File: src/hw/isaPkg.sv
// --------------------------------------------------
// Vector ISA definitions
// Opcodes, instruction word layout and the decoded
// control bundle carried down the pipeline
// --------------------------------------------------

package isaPkg;

	// Register address into the 32-entry vector file
	typedef logic [4:0] regAddrT;

	// Opcode field in bits 7..3 of the instruction word
	typedef enum logic [4:0] {
		opNop   = 5'd0,
		opAdd   = 5'd1,
		opSub   = 5'd2,
		opMul   = 5'd3,
		opRelu  = 5'd4,
		opBcast = 5'd5
	} opcodeT;

	// Functional unit select in EX
	typedef enum logic [1:0] {
		fuAlu   = 2'd0,
		fuMul   = 2'd1,
		fuRelu  = 2'd2,
		fuBcast = 2'd3
	} fuSelT;

	// 32-bit instruction word with the MSB first
	typedef struct packed {
		logic [2:0] spareHi;
		regAddrT    dst;
		regAddrT    src1;
		regAddrT    src2;
		logic       sat;
		logic [4:0] spareMid;
		opcodeT     opcode;
		logic [2:0] spareLo;
	} instrT;

	// Decoded control for one instruction
	typedef struct packed {
		logic    regWrite;
		fuSelT   fuSel;
		logic    subtract;
		logic    sat;
		regAddrT dst;
	} ctrlT;

endpackage

File: src/hw/vecDatapathPkg.sv
// --------------------------------------------------
// Vector datapath types
// Lane and vector widths, the FIFO entry layout and
// the ID/EX and EX/WB stage contents
// --------------------------------------------------

package vecDatapathPkg;

	localparam int laneCount   = 4;
	localparam int laneWidth   = 16;
	localparam int scalarWidth = 64;

	typedef logic signed [laneWidth-1:0] laneT;

	// Lane 0 sits in the low bits
	typedef laneT [laneCount-1:0] vecT;

	// Scalar operand on top, instruction word below
	typedef struct packed {
		logic [scalarWidth-1:0] scalar;
		isaPkg::instrT          instr;
	} fifoEntryT;

	typedef struct packed {
		logic            valid;
		isaPkg::ctrlT    ctrl;
		isaPkg::regAddrT src1;
		isaPkg::regAddrT src2;
		vecT             opA;
		vecT             opB;
		laneT            bcast;
	} idExT;

	typedef struct packed {
		logic            valid;
		logic            regWrite;
		isaPkg::regAddrT dst;
		vecT             result;
	} wbT;

endpackage

File: src/hw/vecRegFile.sv
// --------------------------------------------------
// Vector register file
// 32 vectors, two asynchronous read ports and one
// write port with write-through to both reads
// --------------------------------------------------

`timescale 1ns/1ps

module vecRegFile (
	input  logic                  clk,
	input  logic                  rstN,
	input  isaPkg::regAddrT       rdAddrA,
	input  isaPkg::regAddrT       rdAddrB,
	output vecDatapathPkg::vecT   rdDataA,
	output vecDatapathPkg::vecT   rdDataB,
	input  logic                  wrEn,
	input  isaPkg::regAddrT       wrAddr,
	input  vecDatapathPkg::vecT   wrData
);
	import isaPkg::*;
	import vecDatapathPkg::*;

	localparam int regCount = 2 ** $bits(regAddrT);

	vecT regs [regCount];

	always_ff @(posedge clk or negedge rstN) begin
		if (!rstN) begin
			for (int i = 0; i < regCount; i++) begin
				regs[i] <= '0;
			end
		end else if (wrEn) begin
			regs[wrAddr] <= wrData;
		end
	end

	// Write-through so ID sees the value retiring this cycle
	assign rdDataA = (wrEn && (wrAddr == rdAddrA)) ? wrData : regs[rdAddrA];
	assign rdDataB = (wrEn && (wrAddr == rdAddrB)) ? wrData : regs[rdAddrB];

endmodule

File: config.mk
export PLATFORM = sky130hd
export DESIGN_NAME = vecRegFile
export DESIGN_NICKNAME = d
export VERILOG_FILES = /design/src/hw/isaPkg.sv /design/src/hw/vecDatapathPkg.sv /design/src/hw/vecRegFile.sv
export SDC_FILE = /design/constraint.sdc
export NUM_CORES = 2
export LEC_CHECK = 0
export ABC_CLOCK_PERIOD_IN_PS = 2830
export CAP_MARGIN = 20
export CORE_ASPECT_RATIO = 1.2
export CORE_MARGIN = 2
export CORE_UTILIZATION = 45
export CTS_BUF_LIST = sky130_fd_sc_hd__clkbuf_8
export DETAILED_ROUTE_END_ITERATION = 7
export DONT_BUFFER_PORTS = 1
export GPL_TIMING_DRIVEN = 0
export PLACE_DENSITY = 0.61
export SLEW_MARGIN = 20
export SYNTH_ARGS = -nofsm -noshare
export SYNTH_HDL_FRONTEND = slang
export SYNTH_SLANG_ARGS = --single-unit
File: constraint.sdc
create_clock -name clk -period 2.83 [get_ports clk]
set_clock_uncertainty 0.2 [all_clocks]
set_input_delay 0.1415 -clock clk [delete_from_list [all_inputs] [get_ports clk]]
set_output_delay 0.1415 -clock clk [all_outputs]
set_load 0.01 [all_outputs]
==> results.md <==
- Area growth syn-to-layout: 18.5%
- Critical Path AT: roughly 3300 ps
- Crit share post-route: 128%
- CP dominant cell by count: buf_4
- Top Registers: regs (2048)
- Final setup vio count: 136
- Vias/cell: 7.45
- Vias in the first global route: 82300
- Dpl cell area: 115000 sq um
- Final Hold Viols: 685
- Worst vdd ir: 0.400 mV
- RSZ-0062 raised after global routing: yes
- WS Path Type: input pin to output pin
- Slew Limit Fails: 0
- Syn Area/Cell: 14.9 sq um
- Seq cells post-synth: 2048
- Initial Util: 45.1%
- Netlist cell types: between 50 and 60
- Routed length per instance: approximately 52 microns
- H-tree Lvls: 5
- Largest net degree at the start of global routing: roughly 190
- FILL cells: 20100
- Antenna violations before repair: 63
- Clk sinks: 2048
- Gr usage total: between 40% and 50%
- Remaining global-route overflow: 0
- Rel. slew slack: 9.90%
- Share of cells above drive strength 1: a little under three fifths
- Clock latency on the worst-skew pair: 1070 ps
- Routed Antenna Nets: 0
- CP Cell Sequence: buf_2 > buf_4 > buf_4 > buf_4 > mux2i_1 > a21oi_1 > a221o_2
- Placed cell count: 10600
- Worst EP required: between 2000 and 2500 ps
- Ys flop type: dfrtp_1
- Setup TNS: -45940 ps
- # IOs: between 200 and 250
- Post-synth net total: 7419
- Crit-path max cell delay: 570 ps
- Bufs on Longest Clock Path: 4
- Leakage: 55.3 nW
- Peak Freq: 276 MHz
- CTS root buffer: clkbuf_8
- Final Util: a little over half
- Worst setup SP type: input pin
- Via count: 85900
- Minimum clock period: 3630 ps
- Syn Std Cell Area: 109000 sq um
- Critical Path Fanout Max: 10
- Final Power: 92.8 mW
- Hold Path Class: input pin to async pin
- Reg with most FFs: regs
- Fin nets: 8082
- Row count: approximately 200
- First-pass GRT wire length: 780000 microns
- Status: finished, violations left
- Pre-antenna DRT Iters: 8
- Register area share after synthesis: 46.9%
- Flip-flop count of the largest register after layout: 2048
- Iter 0 DRT Violations: 13800
- Async S/R FF share, synth: between 90% and 100%
- Power per cell area: 716 nW/um^2
- Cell Count, Final, Fillers Out: 11500
- CTS tree: built
- Core area: about 240000 sq um
- Violated checks: negative hold slack, negative setup slack
- Gpl congestion: 1.06
- Die area: 247000 sq um
- DRC: 0
- Dpl hpwl: about 430000 microns
- Crit-path slowest cell: a21oi_1
- Commonest cells after routing, fill and taps aside: dfrtp_1 (2025), mux2_2 (2002), mux4_2 (895)
- MaxCap Viol Count: 0
- Slew @ Worst Pin: 1350 ps
- Die Width: 454 microns
- Most common cell after layout, fill and taps aside: dfrtp_1
- CP endpoint kind: output pin
- WHS: -1020 ps
- CTS Buf Count: roughly 350
- Number of flops mapped to enable cells by yosys: 0
- Post-Synthesis Cells: 7337
- Port Buffers: 0
- Worst Slack Setup Final: -796 ps
- Reg clk slew, reported paths: around 60 ps
- Cell area after layout: around 130000 sq um
- Warnings, synthesis: 0
- Die height: 544 microns
- Final WL: 601000 microns
## routing by layer
metal / GRT usage (%) / up-vias / routed length [microns]
met3: 22.0 / 2315 / 85900
li1: - / 30100 / -
met2: 63.6 / 7676 / 239000
met4: 44.5 / 24 / 68900
met5: 0.0586 / - / 543
met1: 57.9 / 45700 / 206000
## cells by family after synthesis
logic type             synth area share (%)
AO/OA/AOI/OAI                          5.58
XOR/XNOR                             0.0802
AND/OR/NAND/NOR                        1.56
flip-flops                             46.9
multiplexers                           42.3
buffers and inverters                  3.54
## critical path: cells and delay by family
kind            cells  cell delay (ps)
compound gates      2              990
buf+inv             4             1880
mux                 1              150
## layout make-up
cell class | count | area [sq um] | area share (%)
clock buffer | 453 | 6230 | 4.81
inverter | 7 | 35.0 | 0.0271
buffer | 812 | 5120 | 3.95
multi-input combinational | 4468 | 58100 | 44.9
timing repair buffer | 310 | 3690 | 2.85
antenna | 72 | 180 | 0.139
sequential | 2048 | 51300 | 39.6
clock inverter | 153 | 861 | 0.665
tap | 3200 | 4000 | 3.09
## final timing paths
path	cells after the start	slack [ps]	end	start
setup / recovery	7	-800	rdDataB[58]	rdAddrB[1]
hold / removal	3	-1020	regs[1685]	rstN
setup reg to reg	2	1260	regs[221]	regs[221]
hold reg to reg	2	310	regs[893]	regs[893]
max in group asynchronous	7	260	regs[942]	rstN
min in group clk	4	-50	regs[47]	wrAddr[1]
## Yosys cell counts (all sizes together) (6+ instances only)
master  instances  area [sq um]
nor2           88           373
or4            18           135
o22ai         140           876
and3           27           169
dfrtp        2048         51200
a31oi          44           275
a21o           25           188
nand3b          7          52.6
nand2         118           445
nand3          24           120
a2111o         21           236
inv             6          22.5
a221o          59           591
a221oi         20           175
o22a            9          78.8
a21oi          99           495
or3            11          68.8
mux2         2052         23100
nor3           16          80.1
o211ai         12          90.1
xnor2           8          70.1
clkbuf        463          1740
a211oi         15           113
buf           351          2100
and2            8          50.1
o31ai          11          96.3
o21ai         132           661
mux4          895         20200
a22oi         152          1140
mux2i         299          2990
nor2b          22           138
o221ai        109           955
## report_power, final
part	total [mW]	internal [mW]	switching (mW)
logic	24.4	11.8	12.6
registers	39.7	35.0	4.63
clock network	28.7	14.9	13.7
total	92.8	61.8	31.0
## metrics by stage
step | setup slack [ps] | hold WS [ps]
floorplan | 541 | -354
global placement | -3570 | -264
detailed placement | -2050 | 82.7
CTS | -545 | -995
global route | -599 | -951
finish | -796 | -1020
## what timing repair did
| item | CTS | global route |
|---|---|---|
| setup buffers | 73 | 35 |
| hold buffers | 145 | 5 |
| setup endpoints to repair | 442 | 564 |
| gates resized for setup | 953 | 286 |
| pin swaps | 241 | 139 |
| gates cloned | 4 | 1 |
| hold endpoints to repair | 2824 | 776 |
(Power assumes the default switching activity.)
