<file path="config.mk">
export PLATFORM = sky130hd
export DESIGN_NAME = vecExecUnit
export DESIGN_NICKNAME = d
export VERILOG_FILES = /design/src/hw/isaPkg.sv /design/src/hw/vecDatapathPkg.sv /design/src/hw/vecExecUnit.sv
export SDC_FILE = /design/constraint.sdc
export NUM_CORES = 2
export LEC_CHECK = 0
export BUFFER_PORTS_ARGS = -buffer_cell sky130_fd_sc_hd__buf_2
export CAP_MARGIN = 20
export CORE_UTILIZATION = 45
export DETAILED_ROUTE_END_ITERATION = 8
export SYNTH_ARGS = -nofsm -noshare
export SYNTH_HDL_FRONTEND = slang
export SYNTH_SLANG_ARGS = --single-unit
</file>
<file path="constraint.sdc">
create_clock -name vclk -period 11.3
set_clock_uncertainty 0.2 [all_clocks]
set_input_delay 1.695 -clock vclk [all_inputs]
set_output_delay 1.695 -clock vclk [all_outputs]
set_load 0.01 [all_outputs]
</file>
<file path="src/hw/isaPkg.sv">
// --------------------------------------------------
// Vector ISA definitions
// Opcodes, instruction word layout and the decoded
// control bundle carried down the pipeline
// --------------------------------------------------

package isaPkg;

	// Register address into the 32-entry vector file
	typedef logic [4:0] regAddrT;

	// Opcode field in bits 7..3 of the instruction word
	typedef enum logic [4:0] {
		opNop   = 5'd0,
		opAdd   = 5'd1,
		opSub   = 5'd2,
		opMul   = 5'd3,
		opRelu  = 5'd4,
		opBcast = 5'd5
	} opcodeT;

	// Functional unit select in EX
	typedef enum logic [1:0] {
		fuAlu   = 2'd0,
		fuMul   = 2'd1,
		fuRelu  = 2'd2,
		fuBcast = 2'd3
	} fuSelT;

	// 32-bit instruction word with the MSB first
	typedef struct packed {
		logic [2:0] spareHi;
		regAddrT    dst;
		regAddrT    src1;
		regAddrT    src2;
		logic       sat;
		logic [4:0] spareMid;
		opcodeT     opcode;
		logic [2:0] spareLo;
	} instrT;

	// Decoded control for one instruction
	typedef struct packed {
		logic    regWrite;
		fuSelT   fuSel;
		logic    subtract;
		logic    sat;
		regAddrT dst;
	} ctrlT;

endpackage

</file>
<file path="src/hw/vecDatapathPkg.sv">
// --------------------------------------------------
// Vector datapath types
// Lane and vector widths, the FIFO entry layout and
// the ID/EX and EX/WB stage contents
// --------------------------------------------------

package vecDatapathPkg;

	localparam int laneCount   = 4;
	localparam int laneWidth   = 16;
	localparam int scalarWidth = 64;

	typedef logic signed [laneWidth-1:0] laneT;

	// Lane 0 sits in the low bits
	typedef laneT [laneCount-1:0] vecT;

	// Scalar operand on top, instruction word below
	typedef struct packed {
		logic [scalarWidth-1:0] scalar;
		isaPkg::instrT          instr;
	} fifoEntryT;

	typedef struct packed {
		logic            valid;
		isaPkg::ctrlT    ctrl;
		isaPkg::regAddrT src1;
		isaPkg::regAddrT src2;
		vecT             opA;
		vecT             opB;
		laneT            bcast;
	} idExT;

	typedef struct packed {
		logic            valid;
		logic            regWrite;
		isaPkg::regAddrT dst;
		vecT             result;
	} wbT;

endpackage

</file>
<file path="src/hw/vecExecUnit.sv">
// --------------------------------------------------
// Vector execute stage
// Forwards from EX/WB, then runs the lane-wise add,
// subtract, multiply, ReLU and broadcast units
// --------------------------------------------------

`timescale 1ns/1ps

module vecExecUnit (
	input  vecDatapathPkg::idExT idEx,
	input  vecDatapathPkg::wbT   wbStage,
	output vecDatapathPkg::wbT   result
);
	import isaPkg::*;
	import vecDatapathPkg::*;

	logic fwdHit;
	vecT  opA;
	vecT  opB;

	// One extra bit to catch signed overflow
	logic signed [laneWidth:0] sumWide [laneCount];

	vecT aluVec;
	vecT mulVec;
	vecT reluVec;
	vecT bcastVec;

	// Only a writing instruction in EX/WB can forward
	assign fwdHit = wbStage.valid && wbStage.regWrite;

	assign opA = (fwdHit && (wbStage.dst == idEx.src1)) ? wbStage.result : idEx.opA;
	assign opB = (fwdHit && (wbStage.dst == idEx.src2)) ? wbStage.result : idEx.opB;

	always_comb begin
		for (int i = 0; i < laneCount; i++) begin
			if (idEx.ctrl.subtract) begin
				sumWide[i] = $signed(opA[i]) - $signed(opB[i]);
			end else begin
				sumWide[i] = $signed(opA[i]) + $signed(opB[i]);
			end

			// Clamp when the top two bits disagree
			if (idEx.ctrl.sat && (sumWide[i][laneWidth] != sumWide[i][laneWidth-1])) begin
				aluVec[i] = sumWide[i][laneWidth] ? {1'b1, {(laneWidth-1){1'b0}}}
				                                  : {1'b0, {(laneWidth-1){1'b1}}};
			end else begin
				aluVec[i] = sumWide[i][laneWidth-1:0];
			end

			// Low half of the product is sign independent
			mulVec[i] = opA[i] * opB[i];

			reluVec[i] = opA[i][laneWidth-1] ? '0 : opA[i];

			bcastVec[i] = idEx.bcast;
		end
	end

	always_comb begin
		result.valid    = idEx.valid;
		result.regWrite = idEx.ctrl.regWrite;
		result.dst      = idEx.ctrl.dst;

		case (idEx.ctrl.fuSel)
			fuAlu:   result.result = aluVec;
			fuMul:   result.result = mulVec;
			fuRelu:  result.result = reluVec;
			fuBcast: result.result = bcastVec;
			default: result.result = aluVec;
		endcase
	end

endmodule

</file>
==> metrics.log <==
INFO  metric power.combinational.fraction = 100.0%
INFO  metric detail_route.wirelength = 93,200 microns
INFO  metric power_report.internal_total = 2.46 mW
INFO  metric timing.hold.worst_endpoint = result[64]
INFO  metric cp_max_fo = 24
INFO  metric iteration_0_drc_count_of_the_detailed_router = 2,197
INFO  metric clkPwrFrac = 0%
INFO  metric die_area = 55,900 sq um
INFO  metric post-cts-setup-buffer-count = 0
INFO  metric initial_antenna_violation_count = 1
INFO  metric placementRows = 85
INFO  metric layout_cell_share_with_drive_strength_beyond_1 = 13.3%
INFO  metric clkbuf_count = 0
INFO  metric synth_seq_area_share = 0%
INFO  metric maxCapViolCount = 0
INFO  metric hpwlAfterDp = 78,500 microns
INFO  metric min_from = idEx[154]
INFO  metric ant_nets = 0
INFO  metric first_pass_grt_wire_length = about 140,000 microns
INFO  metric timing.critical_path.slowest_stage_cell = mux2i_1
INFO  metric chip_width = 236 microns
INFO  metric synthesis.area = around 25,000 sq um
INFO  metric area.sequential = 0 sq um
INFO  metric diodes = 0
INFO  metric netlist_instances = 3,278
INFO  metric layout.cells.most_common_list = inv_1, nor2_1, nand2_1
INFO  metric netlist-cell-type-count = 88
INFO  metric gp_congestion = 0.972
INFO  metric grt_max_degree = 54
INFO  metric final_period_demand_of_the_worst_path = 10,890 ps
INFO  metric grt_util_all_layers = 33.0%
INFO  metric synth.yosys.warnings = 0
INFO  metric worstPathArrival = 9000 ps
INFO  metric initial_util = between 40% and 50%
INFO  metric post-place-ws = 452 ps
INFO  metric globalRoute.totalOverflow = 0
INFO  metric drc_errors = 0
INFO  metric holdCritPathClass = input pin to output port
INFO  metric report.final.setup_viol = 0
INFO  metric routed-via-count = about 24,000
INFO  metric power.density_cell_area = 207 nW/um^2
INFO  metric swShare = 56.5%
INFO  metric finish.net_count = 4,422
INFO  metric worst_ep_required_time = 9410 ps
INFO  metric min_delay_path_depth = 0
INFO  metric cellLeakagePower = about 14 nW
INFO  metric layout_worst_path_cycle_share = between 90% and 100%
INFO  metric post_cts_resize_count = 0
INFO  metric top_level_ports = around 310
INFO  metric timing.critical_path.mode_cell = xnor2_1
INFO  metric critPathKind = input pin to output port
INFO  metric rsz_0062_raised_after_global_routing = no
INFO  metric setup_total_negative_slack = 0 ps
INFO  metric design.core.area = 54,000 sq um
INFO  metric critical_path_max_stage_delay = about 630 ps
INFO  metric run_status = finished, final reports clean
INFO  metric layout_commonest_cell = inv_1
INFO  metric dr.pass1.iters = 6
INFO  metric setup.worst_path.end_class = output port
INFO  metric relSlewSlack = roughly 22%
INFO  metric numSequentialCells = 0
INFO  metric area_delta_synth_final = 10.2%
INFO  metric timing.critical_path.from_type = input pin
INFO  metric p_sw = 3.18 mW
INFO  metric detail_route.vias_per_cell = 5.64
INFO  metric p_seq_share = 0%
INFO  metric postSynthNetCount = ~4,200
INFO  metric synthesis.area_per_instance = 7.54 sq um
INFO  metric routedWlPerCell = 22.0 microns
INFO  metric die-height = 236 microns
INFO  metric postCtsHoldBufs = 0
INFO  metric grt_pass1_vias = 23,700
INFO  metric actual_transition_at_the_worst_max_transition_pin = 1170 ps
INFO  metric timing.final.max_slew_violations = 0
INFO  metric postLayoutSetupSlackWorst = 409 ps
INFO  metric port_buffers = slightly below 300
INFO  metric ir_worst_vdd = 0.210 mV
INFO  metric hold_violations = 0
INFO  metric max_clock_freq = a little over 90 MHz
[cell type report]
cell class / instances / area [sq um]
multi-input cells: 2536 / 21800
repair buffers: 389 / 2210
well taps: 696 / 871
fillers: 5573 / 26800
inverters: 623 / 2340
[worst max path at each step]
| stage | start | endpoint | slack [ps] |
|---|---|---|---|
| after global routing | wbStage[65] | result[14] | 60 |
| final | wbStage[65] | result[63] | 410 |
| after floorplan | wbStage[67] | result[62] | 1250 |
| after CTS | wbStage[65] | result[14] | 460 |
| after global placement | wbStage[65] | result[63] | 540 |
| after detailed placement | wbStage[65] | result[14] | 450 |
[synth_stat cells, types with 14 or more instances]
cell type	number	area share [%]
clkbuf_1	82	1.2
nor2b_1	29	0.73
nor3_1	27	0.55
a211oi_1	39	1.2
nand2_1	354	5.4
mux2i_1	68	2.8
o21ai_0	153	3.1
fa_1	320	26
nand2b_1	35	0.89
xnor2_1	160	5.7
nor2_1	400	6.1
and2_1	32	0.81
a21oi_1	132	2.7
ha_1	316	16
a21boi_0	14	0.43
o2bb2ai_1	18	0.64
xor2_1	72	2.6
a21o_1	17	0.52
or3_1	15	0.38
inv_1	603	9.2
and3_1	15	0.38
a22oi_1	16	0.49
a31oi_1	27	0.68
xnor3_1	17	1.5
nand3_1	55	1.1
[per-stage QoR]
stage / hold slack, ps / power, mW / cell area, sq um / instances / util, %
finish: 3190 / 5.64 / 27200 / 4244 / 50.4
global route: 3190 / 6.28 / 27200 / 4244 / 50.4
CTS: 3190 / 5.62 / 27200 / 4243 / 50.4
detailed placement: 3190 / 5.56 / 27200 / 4243 / 50.4
global placement: 3190 / 5.53 / 27200 / 4242 / 50.4
floorplan: 3280 / 4.08 / 24700 / 3278 / -
[metal layers]
metal / routed length (microns) / track usage (%) / up-vias / part of all wire (%)
li1: - / - / 11100 / -
met3: 8330 / 4.87 / 179 / 8.9
met1: 38400 / 43.8 / 11500 / 41
met2: 43200 / 54.9 / 1224 / 46
met5: 0 / 0 / - / 0
met4: 3400 / 10.5 / 0 / 3.6
[critical path, delay by kind of cell]
kind                       cells  cell delay, ps
and+or+nand+nor                3             930
adders and majority gates      6            2790
buffers and inverters          5             710
xor gates and xnor gates       9            1750
muxes                          1             630
AOI/OAI and AO/OA              2             420
[cell families after synthesis]
kind of cell,after synthesis,synth area share [%]
buf+inv,742,11.8
fa+ha+maj,636,41.9
compound gates,535,13.8
xor+xnor,251,9.90
simple gates,1017,18.1
mux,97,4.48
[power groups by stage]
stage | Sequential, mW | Clock [mW] | Combinational, mW
2_1_floorplan | 0 | 0 | 4.08
3_3_place_gp | 0 | 0 | 5.53
3_5_place_dp | 0 | 0 | 5.56
4_1_cts | 0 | 0 | 5.62
5_1_grt | 0 | 0 | 6.28
6_report | 0 | 0 | 5.64
Note: power is estimated with default switching activity, not from simulation.
